==> config.mk <==
export PLATFORM = sky130hd
export DESIGN_NAME = mips_cpu_harvard
export DESIGN_NICKNAME = d
export VERILOG_FILES = /design/src/mips_isa_pkg.sv /design/src/mips_ctrl_pkg.sv /design/src/mips_alu.sv /design/src/mips_regfile.sv /design/src/mips_controller.sv /design/src/mips_datapath.sv /design/src/mips_cpu_harvard.sv
export SDC_FILE = /design/constraint.sdc
export NUM_CORES = 2
export LEC_CHECK = 0
export BUFFER_PORTS_ARGS = -buffer_cell sky130_fd_sc_hd__clkbuf_2
export CAP_MARGIN = 40
export CORE_ASPECT_RATIO = 1.2
export CORE_UTILIZATION = 60
export DETAILED_ROUTE_END_ITERATION = 7
export PLACE_DENSITY = 0.79
export SYNTH_ARGS = -nofsm -noshare
export SYNTH_HDL_FRONTEND = slang
export SYNTH_HIERARCHICAL = 1
export SYNTH_SLANG_ARGS = --single-unit
export TNS_END_PERCENT = 50
==> constraint.sdc <==
create_clock -name clk -period 11.6 [get_ports clk]
set_clock_uncertainty 0.05 [all_clocks]
set_input_delay 0.58 -clock clk [delete_from_list [all_inputs] [get_ports clk]]
set_output_delay 0.58 -clock clk [all_outputs]
set_load 0.02 [all_outputs]
==> src/mips_isa_pkg.sv <==
package mips_isa_pkg;

  typedef logic [31:0] word_t;      // data word, address or instruction.
  typedef logic [4:0]  reg_addr_t;  // register number.
  typedef logic [4:0]  shamt_t;     // shift amount.

  localparam word_t reset_vector = 32'hBFC0_0000;

  localparam reg_addr_t reg_v0 = 5'd2;
  localparam reg_addr_t reg_v3 = 5'd3;
  localparam reg_addr_t reg_ra = 5'd31;  // link register for jal.

  // primary opcodes, bits 31:26 of the instruction.
  typedef enum logic [5:0] {
    op_special = 6'h00,  // register-type, decoded further by funct.
    op_j       = 6'h02,
    op_jal     = 6'h03,
    op_beq     = 6'h04,
    op_bne     = 6'h05,
    op_addiu   = 6'h09,
    op_slti    = 6'h0A,
    op_andi    = 6'h0C,
    op_ori     = 6'h0D,
    op_xori    = 6'h0E,
    op_lui     = 6'h0F,
    op_lb      = 6'h20,
    op_lh      = 6'h21,
    op_lw      = 6'h23,
    op_lbu     = 6'h24,
    op_lhu     = 6'h25,
    op_sw      = 6'h2B
  } opcode_e;

  // function codes of op_special, bits 5:0 of the instruction.
  typedef enum logic [5:0] {
    fn_sll  = 6'h00,
    fn_srl  = 6'h02,
    fn_sra  = 6'h03,
    fn_jr   = 6'h08,
    fn_addu = 6'h21,
    fn_subu = 6'h23,
    fn_and  = 6'h24,
    fn_or   = 6'h25,
    fn_xor  = 6'h26,
    fn_slt  = 6'h2A,
    fn_sltu = 6'h2B
  } funct_e;

endpackage

==> src/mips_ctrl_pkg.sv <==
package mips_ctrl_pkg;

  typedef enum logic [3:0] {
    alu_add,
    alu_sub,
    alu_and,
    alu_or,
    alu_xor,
    alu_slt,
    alu_sltu,
    alu_sll,
    alu_srl,
    alu_sra,
    alu_lui
  } alu_op_e;

  typedef enum logic [2:0] {
    ld_word,
    ld_byte_s,
    ld_byte_u,
    ld_half_s,
    ld_half_u
  } load_kind_e;

  typedef enum logic [1:0] {
    wb_alu,
    wb_mem,
    wb_link  // return address pc+8.
  } wb_src_e;

  typedef enum logic [1:0] {
    dst_rt,
    dst_rd,
    dst_ra
  } dst_sel_e;

  typedef struct packed {
    alu_op_e    alu_op;
    logic       alu_src_imm;     // operand b is the extended immediate.
    logic       imm_zero_ext;    // zero extend instead of sign extend.
    logic       shift_by_shamt;  // shift count from the shamt field.
    logic       reg_write;
    dst_sel_e   dst_sel;
    wb_src_e    wb_src;
    logic       mem_read;
    logic       mem_write;
    load_kind_e load_kind;
    logic       branch_eq;
    logic       branch_ne;
    logic       jump_imm;        // j and jal.
    logic       jump_reg;        // jr.
  } ctrl_t;

  // the control word of an instruction that changes no state.
  localparam ctrl_t ctrl_nop = '{
    alu_op:         alu_add,
    dst_sel:        dst_rt,
    wb_src:         wb_alu,
    load_kind:      ld_word,
    default:        1'b0
  };

endpackage

==> src/mips_alu.sv <==
`timescale 1ns/100ps

module mips_alu
  import mips_isa_pkg::*;
  import mips_ctrl_pkg::*;
(
  input  alu_op_e op,
  input  word_t   a,
  input  word_t   b,
  input  shamt_t  shamt,
  output word_t   result,
  output logic    zero
);

  logic lt_signed;
  logic lt_unsigned;

  assign lt_signed   = $signed(a) < $signed(b);
  assign lt_unsigned = a < b;

  always_comb begin
    case (op)
      alu_add:  result = a + b;
      alu_sub:  result = a - b;
      alu_and:  result = a & b;
      alu_or:   result = a | b;
      alu_xor:  result = a ^ b;
      alu_slt:  result = {31'b0, lt_signed};
      alu_sltu: result = {31'b0, lt_unsigned};
      alu_sll:  result = b << shamt;  // shifts always act on operand b.
      alu_srl:  result = b >> shamt;
      alu_sra:  result = word_t'($signed(b) >>> shamt);
      alu_lui:  result = {b[15:0], 16'b0};
      default:  result = a + b;
    endcase
  end

  // beq and bne subtract and look at this flag.
  assign zero = (result == '0);

endmodule

==> src/mips_regfile.sv <==
`timescale 1ns/100ps

module mips_regfile
  import mips_isa_pkg::*;
(
  input  logic      clk,
  input  logic      reset,
  input  logic      write_en,
  input  reg_addr_t rs_addr,
  input  reg_addr_t rt_addr,
  input  reg_addr_t rd_addr,
  input  word_t     rd_data,
  output word_t     rs_data,
  output word_t     rt_data,
  output word_t     v0,
  output word_t     v3
);

  word_t regs [32];

  always_ff @(posedge clk) begin
    if (reset) begin
      for (int i = 0; i < 32; i++) begin
        regs[i] <= '0;
      end
    end else if (write_en && (rd_addr != '0)) begin
      regs[rd_addr] <= rd_data;  // register 0 stays at its reset value of zero.
    end
  end

  assign rs_data = regs[rs_addr];
  assign rt_data = regs[rt_addr];

  // continuous taps for the debug ports.
  assign v0 = regs[reg_v0];
  assign v3 = regs[reg_v3];

endmodule

==> src/mips_controller.sv <==
`timescale 1ns/100ps

module mips_controller
  import mips_isa_pkg::*;
  import mips_ctrl_pkg::*;
(
  input  word_t instr,
  output ctrl_t ctrl
);

  opcode_e opcode;
  funct_e  funct;

  assign opcode = opcode_e'(instr[31:26]);
  assign funct  = funct_e'(instr[5:0]);

  always_comb begin
    ctrl = ctrl_nop;  // anything not listed below falls through as a nop.
    case (opcode)
      op_special: begin
        ctrl.dst_sel   = dst_rd;
        ctrl.reg_write = 1'b1;
        case (funct)
          fn_addu: ctrl.alu_op = alu_add;
          fn_subu: ctrl.alu_op = alu_sub;
          fn_and:  ctrl.alu_op = alu_and;
          fn_or:   ctrl.alu_op = alu_or;
          fn_xor:  ctrl.alu_op = alu_xor;
          fn_slt:  ctrl.alu_op = alu_slt;
          fn_sltu: ctrl.alu_op = alu_sltu;
          fn_sll, fn_srl, fn_sra: begin
            ctrl.shift_by_shamt = 1'b1;
            if (funct == fn_sll) begin
              ctrl.alu_op = alu_sll;
            end else if (funct == fn_srl) begin
              ctrl.alu_op = alu_srl;
            end else begin
              ctrl.alu_op = alu_sra;
            end
          end
          fn_jr: begin
            ctrl.reg_write = 1'b0;
            ctrl.jump_reg  = 1'b1;
          end
          default: ctrl.reg_write = 1'b0;
        endcase
      end
      op_j: ctrl.jump_imm = 1'b1;
      op_jal: begin
        ctrl.jump_imm  = 1'b1;
        ctrl.reg_write = 1'b1;
        ctrl.dst_sel   = dst_ra;
        ctrl.wb_src    = wb_link;
      end
      op_beq, op_bne: begin
        ctrl.alu_op    = alu_sub;  // the datapath compares through the zero flag.
        ctrl.branch_eq = (opcode == op_beq);
        ctrl.branch_ne = (opcode == op_bne);
      end
      op_addiu, op_slti, op_andi, op_ori, op_xori, op_lui: begin
        ctrl.alu_src_imm  = 1'b1;
        ctrl.reg_write    = 1'b1;
        ctrl.imm_zero_ext = (opcode == op_andi) || (opcode == op_ori) ||
                            (opcode == op_xori);
        case (opcode)
          op_slti: ctrl.alu_op = alu_slt;
          op_andi: ctrl.alu_op = alu_and;
          op_ori:  ctrl.alu_op = alu_or;
          op_xori: ctrl.alu_op = alu_xor;
          op_lui:  ctrl.alu_op = alu_lui;
          default: ctrl.alu_op = alu_add;
        endcase
      end
      op_lw, op_lb, op_lbu, op_lh, op_lhu: begin
        ctrl.alu_src_imm = 1'b1;  // address is rs plus the signed offset.
        ctrl.reg_write   = 1'b1;
        ctrl.wb_src      = wb_mem;
        ctrl.mem_read    = 1'b1;
        case (opcode)
          op_lb:   ctrl.load_kind = ld_byte_s;
          op_lbu:  ctrl.load_kind = ld_byte_u;
          op_lh:   ctrl.load_kind = ld_half_s;
          op_lhu:  ctrl.load_kind = ld_half_u;
          default: ctrl.load_kind = ld_word;
        endcase
      end
      op_sw: begin
        ctrl.alu_src_imm = 1'b1;
        ctrl.mem_write   = 1'b1;
      end
      default: ctrl = ctrl_nop;
    endcase
  end

endmodule

==> src/mips_datapath.sv <==
`timescale 1ns/100ps

module mips_datapath
  import mips_isa_pkg::*;
  import mips_ctrl_pkg::*;
(
  input  logic  clk,
  input  logic  reset,
  input  logic  clk_enable,
  input  ctrl_t ctrl,
  input  word_t instr,
  input  word_t data_readdata,
  output word_t instr_address,
  output word_t data_address,
  output word_t data_writedata,
  output logic  data_write,
  output logic  data_read,
  output word_t register_v0,
  output word_t register_v3,
  output logic  halted
);

  word_t      pc;
  word_t      pc_plus4;
  word_t      pc_plus8;
  logic       redirect_pending;
  word_t      redirect_target;
  word_t      next_target;
  logic       branch_taken;
  logic       take_redirect;
  logic       retire;
  reg_addr_t  dst_addr;
  word_t      rs_data;
  word_t      rt_data;
  word_t      imm_ext;
  word_t      alu_b;
  shamt_t     alu_shamt;
  word_t      alu_result;
  logic       alu_zero;
  logic [7:0] load_byte;
  logic [15:0] load_half;
  word_t      load_data;
  word_t      wb_data;

  assign halted        = (pc == '0);
  assign retire        = clk_enable & ~halted;  // one instruction per enabled edge.
  assign instr_address = pc;
  assign pc_plus4      = pc + 32'd4;
  assign pc_plus8      = pc + 32'd8;

  assign imm_ext   = ctrl.imm_zero_ext ? {16'b0, instr[15:0]} : {{16{instr[15]}}, instr[15:0]};
  assign alu_b     = ctrl.alu_src_imm ? imm_ext : rt_data;
  assign alu_shamt = ctrl.shift_by_shamt ? instr[10:6] : rs_data[4:0];

  mips_regfile u_regfile (
    .clk      (clk),
    .reset    (reset),
    .write_en (ctrl.reg_write & retire),
    .rs_addr  (instr[25:21]),
    .rt_addr  (instr[20:16]),
    .rd_addr  (dst_addr),
    .rd_data  (wb_data),
    .rs_data  (rs_data),
    .rt_data  (rt_data),
    .v0       (register_v0),
    .v3       (register_v3)
  );

  mips_alu u_alu (
    .op     (ctrl.alu_op),
    .a      (rs_data),
    .b      (alu_b),
    .shamt  (alu_shamt),
    .result (alu_result),
    .zero   (alu_zero)
  );

  assign branch_taken  = (ctrl.branch_eq & alu_zero) | (ctrl.branch_ne & ~alu_zero);
  assign take_redirect = branch_taken | ctrl.jump_imm | ctrl.jump_reg;

  always_comb begin
    if (ctrl.jump_reg) begin
      next_target = rs_data;
    end else if (ctrl.jump_imm) begin
      next_target = {pc_plus4[31:28], instr[25:0], 2'b00};  // stays in the delay slot's region.
    end else begin
      next_target = pc_plus4 + {imm_ext[29:0], 2'b00};
    end
  end

  // a redirect is held for one instruction so that the delay slot runs first.
  always_ff @(posedge clk) begin
    if (reset) begin
      pc               <= reset_vector;
      redirect_pending <= 1'b0;
    end else if (retire) begin
      pc               <= redirect_pending ? redirect_target : pc_plus4;
      redirect_pending <= take_redirect;
    end
  end

  always_ff @(posedge clk) begin
    if (retire && take_redirect) begin
      redirect_target <= next_target;
    end
  end

  assign data_address   = alu_result;
  assign data_writedata = rt_data;
  assign data_read      = ctrl.mem_read;
  assign data_write     = ctrl.mem_write & retire;  // no store during a stall or after halt.

  // little-endian lanes within the word; address bits 1:0 pick the lane.
  assign load_byte = data_readdata[8*data_address[1:0] +: 8];
  assign load_half = data_address[1] ? data_readdata[31:16] : data_readdata[15:0];

  always_comb begin
    case (ctrl.load_kind)
      ld_byte_s: load_data = {{24{load_byte[7]}}, load_byte};
      ld_byte_u: load_data = {24'b0, load_byte};
      ld_half_s: load_data = {{16{load_half[15]}}, load_half};
      ld_half_u: load_data = {16'b0, load_half};
      default:   load_data = data_readdata;
    endcase
  end

  always_comb begin
    case (ctrl.wb_src)
      wb_mem:  wb_data = load_data;
      wb_link: wb_data = pc_plus8;  // return point skips the delay slot.
      default: wb_data = alu_result;
    endcase
  end

  always_comb begin
    case (ctrl.dst_sel)
      dst_rd:  dst_addr = instr[15:11];
      dst_ra:  dst_addr = reg_ra;
      default: dst_addr = instr[20:16];
    endcase
  end

endmodule

==> src/mips_cpu_harvard.sv <==
`timescale 1ns/100ps

module mips_cpu_harvard
  import mips_isa_pkg::*;
  import mips_ctrl_pkg::*;
(
  input  logic  clk,
  input  logic  reset,
  output logic  active,
  output word_t register_v0,
  output word_t register_v3,
  input  logic  clk_enable,
  output word_t instr_address,
  input  word_t instr_readdata,
  output word_t data_address,
  output logic  data_write,
  output logic  data_read,
  output word_t data_writedata,
  input  word_t data_readdata
);

  ctrl_t ctrl;
  logic  halted;

  mips_controller u_controller (
    .instr (instr_readdata),
    .ctrl  (ctrl)
  );

  mips_datapath u_datapath (
    .clk            (clk),
    .reset          (reset),
    .clk_enable     (clk_enable),
    .ctrl           (ctrl),
    .instr          (instr_readdata),
    .data_readdata  (data_readdata),
    .instr_address  (instr_address),
    .data_address   (data_address),
    .data_writedata (data_writedata),
    .data_write     (data_write),
    .data_read      (data_read),
    .register_v0    (register_v0),
    .register_v3    (register_v3),
    .halted         (halted)
  );

  // the pc never leaves address 0, so once cleared active stays low.
  always_ff @(posedge clk) begin
    if (reset) begin
      active <= 1'b1;
    end else if (clk_enable && halted) begin
      active <= 1'b0;
    end
  end

endmodule

# After elaboration in Yosys (flattened, before gate mapping)
# Memory sizes are Yosys's and may differ from the RTL's.
# Cells that the tools add are included.
[word_totals] register_bits=66 ramBits=1024 input_bits=67 out_inout_bits=163 wordCells=132 memories=1
[op_classes] n_addsub=5 order_cmp=2 eq_ne=44 shifts=4 muxes=40 bitwise=13 n_reduce_logical=19
[mem_list] memory="u_datapath.u_regfile.regs" words=32 width=32 rd=4 rd_ports_with_merged_regs=0 wr=32 line="mips_regfile.sv:19" rtl="word_t regs [32];"
[op_table] op="$pmux 32 s10" n=1
[op_table] op="$mux 32" n=6
[op_table] op="$pmux 32 s4" n=1
[op_table] op="$eq 6x6->1 const B" n=13
[op_table] op="$add 32x32->32" n=2
[op_table] op="$logic_not 32->1" n=2
[op_table] op="$lt 32x32->1" n=2
[op_table] op="$pmux 32 s2" n=1
[op_table] op="$eq 6x4->1 const B" n=7
[op_table] op="$add 32x3->32 const B" n=1
[op_table] op="$add 32x4->32 const B" n=1
[op_table] op="$and 32x32->32" n=1
[op_table] op="$or 32x32->32" n=1
[op_table] op="$reduce_or 32->1" n=1
[op_table] op="$shiftx 32x6->8" n=1
[op_table] op="$shl 32x5->32" n=1
[op_table] op="$shr 32x5->32" n=1
[op_table] op="$sshr 32x5->32" n=1
[op_table] op="$sub 32x32->32" n=1
[op_table] op="$xor 32x32->32" n=1
[op_table] op="$pmux 4 s7" n=1
[op_table] op="$eq 6x2->1 const B" n=4
[op_table] op="$reduce_or 12->1" n=2
[op_table] op="$pmux 4 s5" n=1
[op_table] op="other kinds (33)" n=73

# Depth between registers and ports, before layout
[logic_depth] ltp_word=15 ltp_mapped=32 mapped_depth_nobuf=26

# Hierarchy
# Netlist, hierarchy kept.
[by_module_without_submodules] mod="mips_regfile" n_inst=1 cells_each=4605 area_per_inst_um2=56156.4
[by_module_without_submodules] mod="mips_alu" n_inst=1 cells_each=1433 area_per_inst_um2=10121.0
[by_module_without_submodules] mod="mips_datapath" n_inst=1 cells_each=1043 area_per_inst_um2=7808.7
[by_module_without_submodules] mod="mips_controller" n_inst=1 cells_each=88 area_per_inst_um2=531.8
[by_module_without_submodules] mod="mips_cpu_harvard" n_inst=1 cells_each=3 area_per_inst_um2=31.3

# Least setup slack after synthesis
# No wires, ideal clock.
[synth_path] kind="in2reg" start="in instr_readdata[28]" end="reg u_datapath.redirect_target[0], enable pin" setup_ns=0.434 arrival_time_ns=7.983 slack_ns=3.133 path_stages=22 path_cell_list="clkbuf_1 -> nand3_1 -> a21oi_1 -> nor2b_1 -> nand2_1 -> o21ai_0 -> clkbuf_1 -> inv_1 -> ha_1 -> clkbuf_1 -> and3_1 -> a311o_1 -> o31a_1 -> a311o_1 -> xor2_1 -> a221o_1 -> or4_1 -> or4_1 -> nand4b_1 -> nor4_2 -> mux2i_1 -> a21oi_1"
[synth_lines] item="start, declared" line="mips_cpu_harvard.sv:14" rtl="input word_t instr_readdata,"
[synth_lines] item="end signal, assigned" line="mips_datapath.sv:104" rtl="redirect_target <= next_target;"
[synth_lines] item="end, declared" line="mips_datapath.sv:27" rtl="word_t redirect_target;"

# Worst setup path after layout
[layout_path] start="in instr_readdata[23]" end="reg u_datapath.redirect_target[5], enable pin"
[layout_via] elab_chain_cells=11 elab_cells_between_ends=21
[layout_rtl] item="$mem_v2 32x32 *"
[layout_rtl] item="net u_datapath.rs_data[0]" line="mips_datapath.sv:33" rtl="word_t rs_data;"
[layout_rtl] item="$mux 5 *" line="mips_datapath.sv:53" rtl="assign alu_shamt = ctrl.shift_by_shamt ? instr[10:6] : rs_data[4:0];"
[layout_rtl] item="net u_datapath.alu_shamt[0]" line="mips_datapath.sv:37" rtl="shamt_t alu_shamt;"
[layout_rtl] item="$sshr 32x5->32, or another cell as far along" line="mips_alu.sv:32" rtl="alu_sra: result = word_t'($signed(b) >>> shamt);"
[layout_rtl] item="$pmux 32 s10 *" line="mips_alu.sv:22" rtl="case (op)"
[layout_rtl] item="$logic_not 32->1 *" line="mips_alu.sv:39" rtl="assign zero = (result == '0);"
[layout_rtl] item="net u_datapath.alu_zero" line="mips_datapath.sv:39" rtl="logic alu_zero;"
[layout_rtl] item="$not 1->1" line="mips_datapath.sv:78" rtl="assign branch_taken = (ctrl.branch_eq & alu_zero) | (ctrl.branch_ne & ~alu_zero);"
[layout_rtl] item="$and 1x1->1" line="mips_datapath.sv:78"
[layout_rtl] item="$or 1x1->1 *" line="mips_datapath.sv:78"
[layout_rtl] item="$or 1x1->1 * (2 in a row)" line="mips_datapath.sv:79" rtl="assign take_redirect = branch_taken | ctrl.jump_imm | ctrl.jump_reg;"
[layout_rtl] item="$logic_and 1x1->1 *" line="mips_datapath.sv:103" rtl="if (retire && take_redirect) begin"
# Mark *: on every way through the listed nets, which the timed path passes. The rest lies on a longest branch.
# A chain may end at the register's enable or synchronous reset.

==> flow_metrics.env <==
export IMPL_grt_pass1_vias=61500
export IMPL_crit_fanout=60
export IMPL_finalHoldViolCount=0
export IMPL_die_x_um=324
export IMPL_power_switching_uw=4200
export IMPL_grt_pass1_wl_mm=413
export IMPL_postSynth_topFlopCell="edfxtp_1"
export IMPL_num_rows=141
export IMPL_cpLargestDelayFamily="simple AND/OR/NAND/NOR gates"
export IMPL_p_leak_uw=0.0328
export IMPL_wl_per_cell_um=32.8
export IMPL_syn_avg_cell_area_um2=10.4
export IMPL_critPathMaxStageDelay_ps=850
export IMPL_cts_buffer_depth=3
export IMPL_drive_gt1_frac=0.130
export IMPL_ctsResizeCount=0
export IMPL_drv_slew=0
export IMPL_yosys_register_bits=1090
export IMPL_route_detailed_drc=0
export IMPL_vias_per_cell=7.11
export IMPL_tritoncts="built"
export IMPL_relSlewSlack=0.308
export IMPL_p_per_area_mw_per_mm2=145
export IMPL_synth_cell_area_mm2=0.0746
export IMPL_stdcell_area_mm2=0.0811
export IMPL_r2r_end="u_datapath/redirect_target[5]"
export IMPL_synth_adder_area_share=0.0239
export IMPL_grt_usage=0.453
export IMPL_dp_hpwl_mm=198
export IMPL_dp_cells=8669
export IMPL_finalSetupViolations=0
export IMPL_fp_dieH_um=388
export IMPL_areaGrowthSynthToFinish_pct=8.60
export IMPL_combPwrFrac=0.312
export IMPL_peakVddDrop_mv=0.151
export IMPL_finalNetCount=7350
export IMPL_finalCritPeriodShare=0.841
export IMPL_cp_start_kind="input pin"
export IMPL_synth_compound_area_share=0.129
export IMPL_worstMarginPinSlew_ps=1040
export IMPL_grt_overflow=0
export IMPL_internal_power_uw=7520
export IMPL_htreeDepth=3
export IMPL_critPathKind="in2reg"
export IMPL_clock_power_share=0.300
export IMPL_synth_top_family_by_area="simple AND/OR/NAND/NOR gates"
export IMPL_synth_area_mux_share=0.175
export IMPL_worstPathCellList="clkbuf_2, nor2b_4, buf_4, a22oi_1, a31oi_1, nand3_1, mux2_4, inv_1, buf_4, mux2_2, nand2_1, o221ai_1, o21ai_0, o2111ai_1, or3_1, or4_1, or4_1, nand4b_1, nor4_2, mux2i_1, a21oi_4, buf_4"
export IMPL_clkTransAtPathRegs_ps=70
export IMPL_status="finished, final reports clean"
export IMPL_synthCells=7172
export IMPL_min_period_ps=9760
export IMPL_core_area_mm2=0.123
export IMPL_die_area_mm2=0.126
export IMPL_yosysTopAreaCellShare=0.425
export IMPL_timing_rr_start="u_datapath/u_regfile/regs[2][1]"
export IMPL_power_sequential_fraction=0.388
export IMPL_synth_distinct_cells=109
export IMPL_initialDrtViolationCount=8901
export IMPL_hold_class="in2reg"
export IMPL_clkLatencyLatePin_ps=770
export IMPL_endpoint="u_datapath/redirect_target[5]"
export IMPL_cp_num_cells=22
export IMPL_post_cts_setup_buffers=0
export IMPL_place_congestion=1.06
export IMPL_synth_top_cell_by_area="edfxtp_1"
export IMPL_cts_made_buffers=107
export IMPL_grt_setup_unrepaired="no"
export IMPL_vias=63100
export IMPL_drt_wl_total_mm=291
export IMPL_hold_buffers=0
export IMPL_initial_utilization=0.605
export IMPL_synth_edf_count=1056
export IMPL_final_cells=8875
export IMPL_critPathCaptureType="flop"
export IMPL_ios=230
export IMPL_grt_max_degree=92
export IMPL_synthXorXnorAreaFrac=0.00960
export IMPL_timing_setup_tns_ps=0
export IMPL_yosys_area_share_simple=0.175
export IMPL_cts_root_buf="clkbuf_16"
export IMPL_r2r_setup_slack_ps=2290
export IMPL_dpl_cell_area_mm2=0.0775
export IMPL_startpoint="instr_readdata[23]"
export IMPL_ant_nets=0
export IMPL_fmax_mhz=102
export IMPL_cts_sinks=1090
export IMPL_async_flop_share=0
export IMPL_synthTopCellsByArea="edfxtp_1 42%, mux2i_1 15%, and2_1 8.5%, a21oi_1 2.7%, ha_1 2.3%"
export IMPL_cpMaxStageDelayCell="nor2b_4"
export IMPL_cp_common_cell="buf_4"
export IMPL_ys_warnings_count=6
export IMPL_portBuffers=229
export IMPL_required_ps=11990
export IMPL_cp_arrival_ps=10150
export IMPL_drv_cap=0
export IMPL_switching_share=0.359
export IMPL_drt_pass1_iterations=8
export IMPL_antenna_found_initial=14
export IMPL_path_buf_inv=5
export IMPL_r2r_cells=22
export IMPL_ys_seq_area_frac=0.434
==> worst min-delay path by stage <==
stage / startpoint / slack (ps) / cells past startpoint / endpoint
2_1_floorplan: u_datapath/redirect_target[20] / 410 / 2 / u_datapath/instr_address[20]
3_3_place_gp: active / 390 / 1 / active
3_5_place_dp: active / 390 / 1 / active
4_1_cts: clk_enable / 60 / 3 / active
5_1_grt: clk_enable / 120 / 3 / active
6_report: clk_enable / 80 / 3 / active
==> logic make-up (layout without fill, tap and decap cells) <==
kind of cell | Yosys count | after routing
other | 1 | 37
AOI/OAI and AO/OA | 1431 | 1431
DFF | 1090 | 1090
muxes | 1213 | 1213
xor gates and xnor gates | 81 | 81
buffers and inverters | 828 | 851
and+or+nand+nor | 2387 | 2387
adders and majority gates | 141 | 141
==> layer usage <==
layer	up-vias	track usage	routed length, um
met1	30600	0.547	99500
li1	26400	-	-
met5	-	0	76
met2	4906	0.695	130000
met3	1167	0.119	36500
met4	12	0.335	25000
==> layout by cell type (no fill, tap or decap), types with 30 or more instances in the layout <==
master     netlist  routed
buf_12           0      35
inv_1          143     143
nor4_1          31      30
o211ai_1        52      52
nor2b_1         39      35
a22oi_1        208     207
a22o_1         136     136
mux4_2          63      63
nand3_1        242     242
xnor2_1         45      44
edfxtp_1      1056    1056
a21oi_1        404     394
ha_1           138     137
a211oi_1        44      43
clkbuf_2        49     227
conb_1           1      32
dfxtp_1         34      34
nor3_1         127     125
mux2_2          54      51
nand2_1        419     419
or2_2           46      46
o21ai_0        171     154
buf_4           76     220
a31oi_1         83      82
nand2b_1        52      52
mux2i_1       1094    1094
and2_1        1015    1013
xor2_1          35      35
o22ai_1         45      44
clkbuf_16        0     110
nor2_1         252     235
==> state kept, by name, summed over array words and instances (netlist names) <==
register                     count
u_datapath/u_regfile/regs     1024
u_datapath/instr_address        32
u_datapath/redirect_target      32
active                           1
u_datapath/redirect_pending      1
==> worst min-delay path, stage by stage <==
cell	delay (ps)
clkbuf_2	110
nand2_1	70
a21o_1	100
==> cells in the mapped netlist (47+ instances only) <==
master / n
mux2i_1: 1094
edfxtp_1: 1056
and2_1: 1015
nand2_1: 419
a21oi_1: 404
clkbuf_1: 352
nor2_1: 252
nand3_1: 242
a22oi_1: 208
o21ai_0: 171
inv_1: 143
ha_1: 138
a22o_1: 136
nor3_1: 127
buf_2: 98
a31oi_1: 83
buf_4: 76
mux4_2: 63
buf_6: 55
mux2_2: 54
nand2b_1: 52
o211ai_1: 52
clkbuf_2: 49
buf_1: 47
==> layout make-up <==
type	count	area [um^2]
antenna	5	12.5
clock buffer	135	2850
clock inverter	58	618
fill	9403	42300
inverter	147	552
multi-input combinational	5285	38700
sequential	1090	32400
tap	1644	2060
timing repair buffer	511	3930
==> power by group through the flow <==
| stage | registers (uW) | logic [uW] | clock network, uW |
|---|---|---|---|
| after floorplan | 4600 | 2090 | 0 |
| after global placement | 4610 | 3360 | 0 |
| after detailed placement | 4620 | 3460 | 0 |
| after CTS | 4540 | 3470 | 3510 |
| after global routing | 4560 | 3750 | 3650 |
| final | 4550 | 3650 | 3520 |
==> stage by stage <==
step / worst slack [ps] / hold WS, ps / util / total power (uW)
2_1_floorplan: 3130 / 415 / - / 6700
3_3_place_gp: 1600 / 386 / 0.622 / 7980
3_5_place_dp: 1660 / 390 / 0.628 / 8080
4_1_cts: 2370 / 60.9 / 0.657 / 11500
5_1_grt: 2050 / 119 / 0.657 / 12000
6_report: 1840 / 78.4 / 0.657 / 11700
Note: power is estimated with default switching activity, not from simulation.
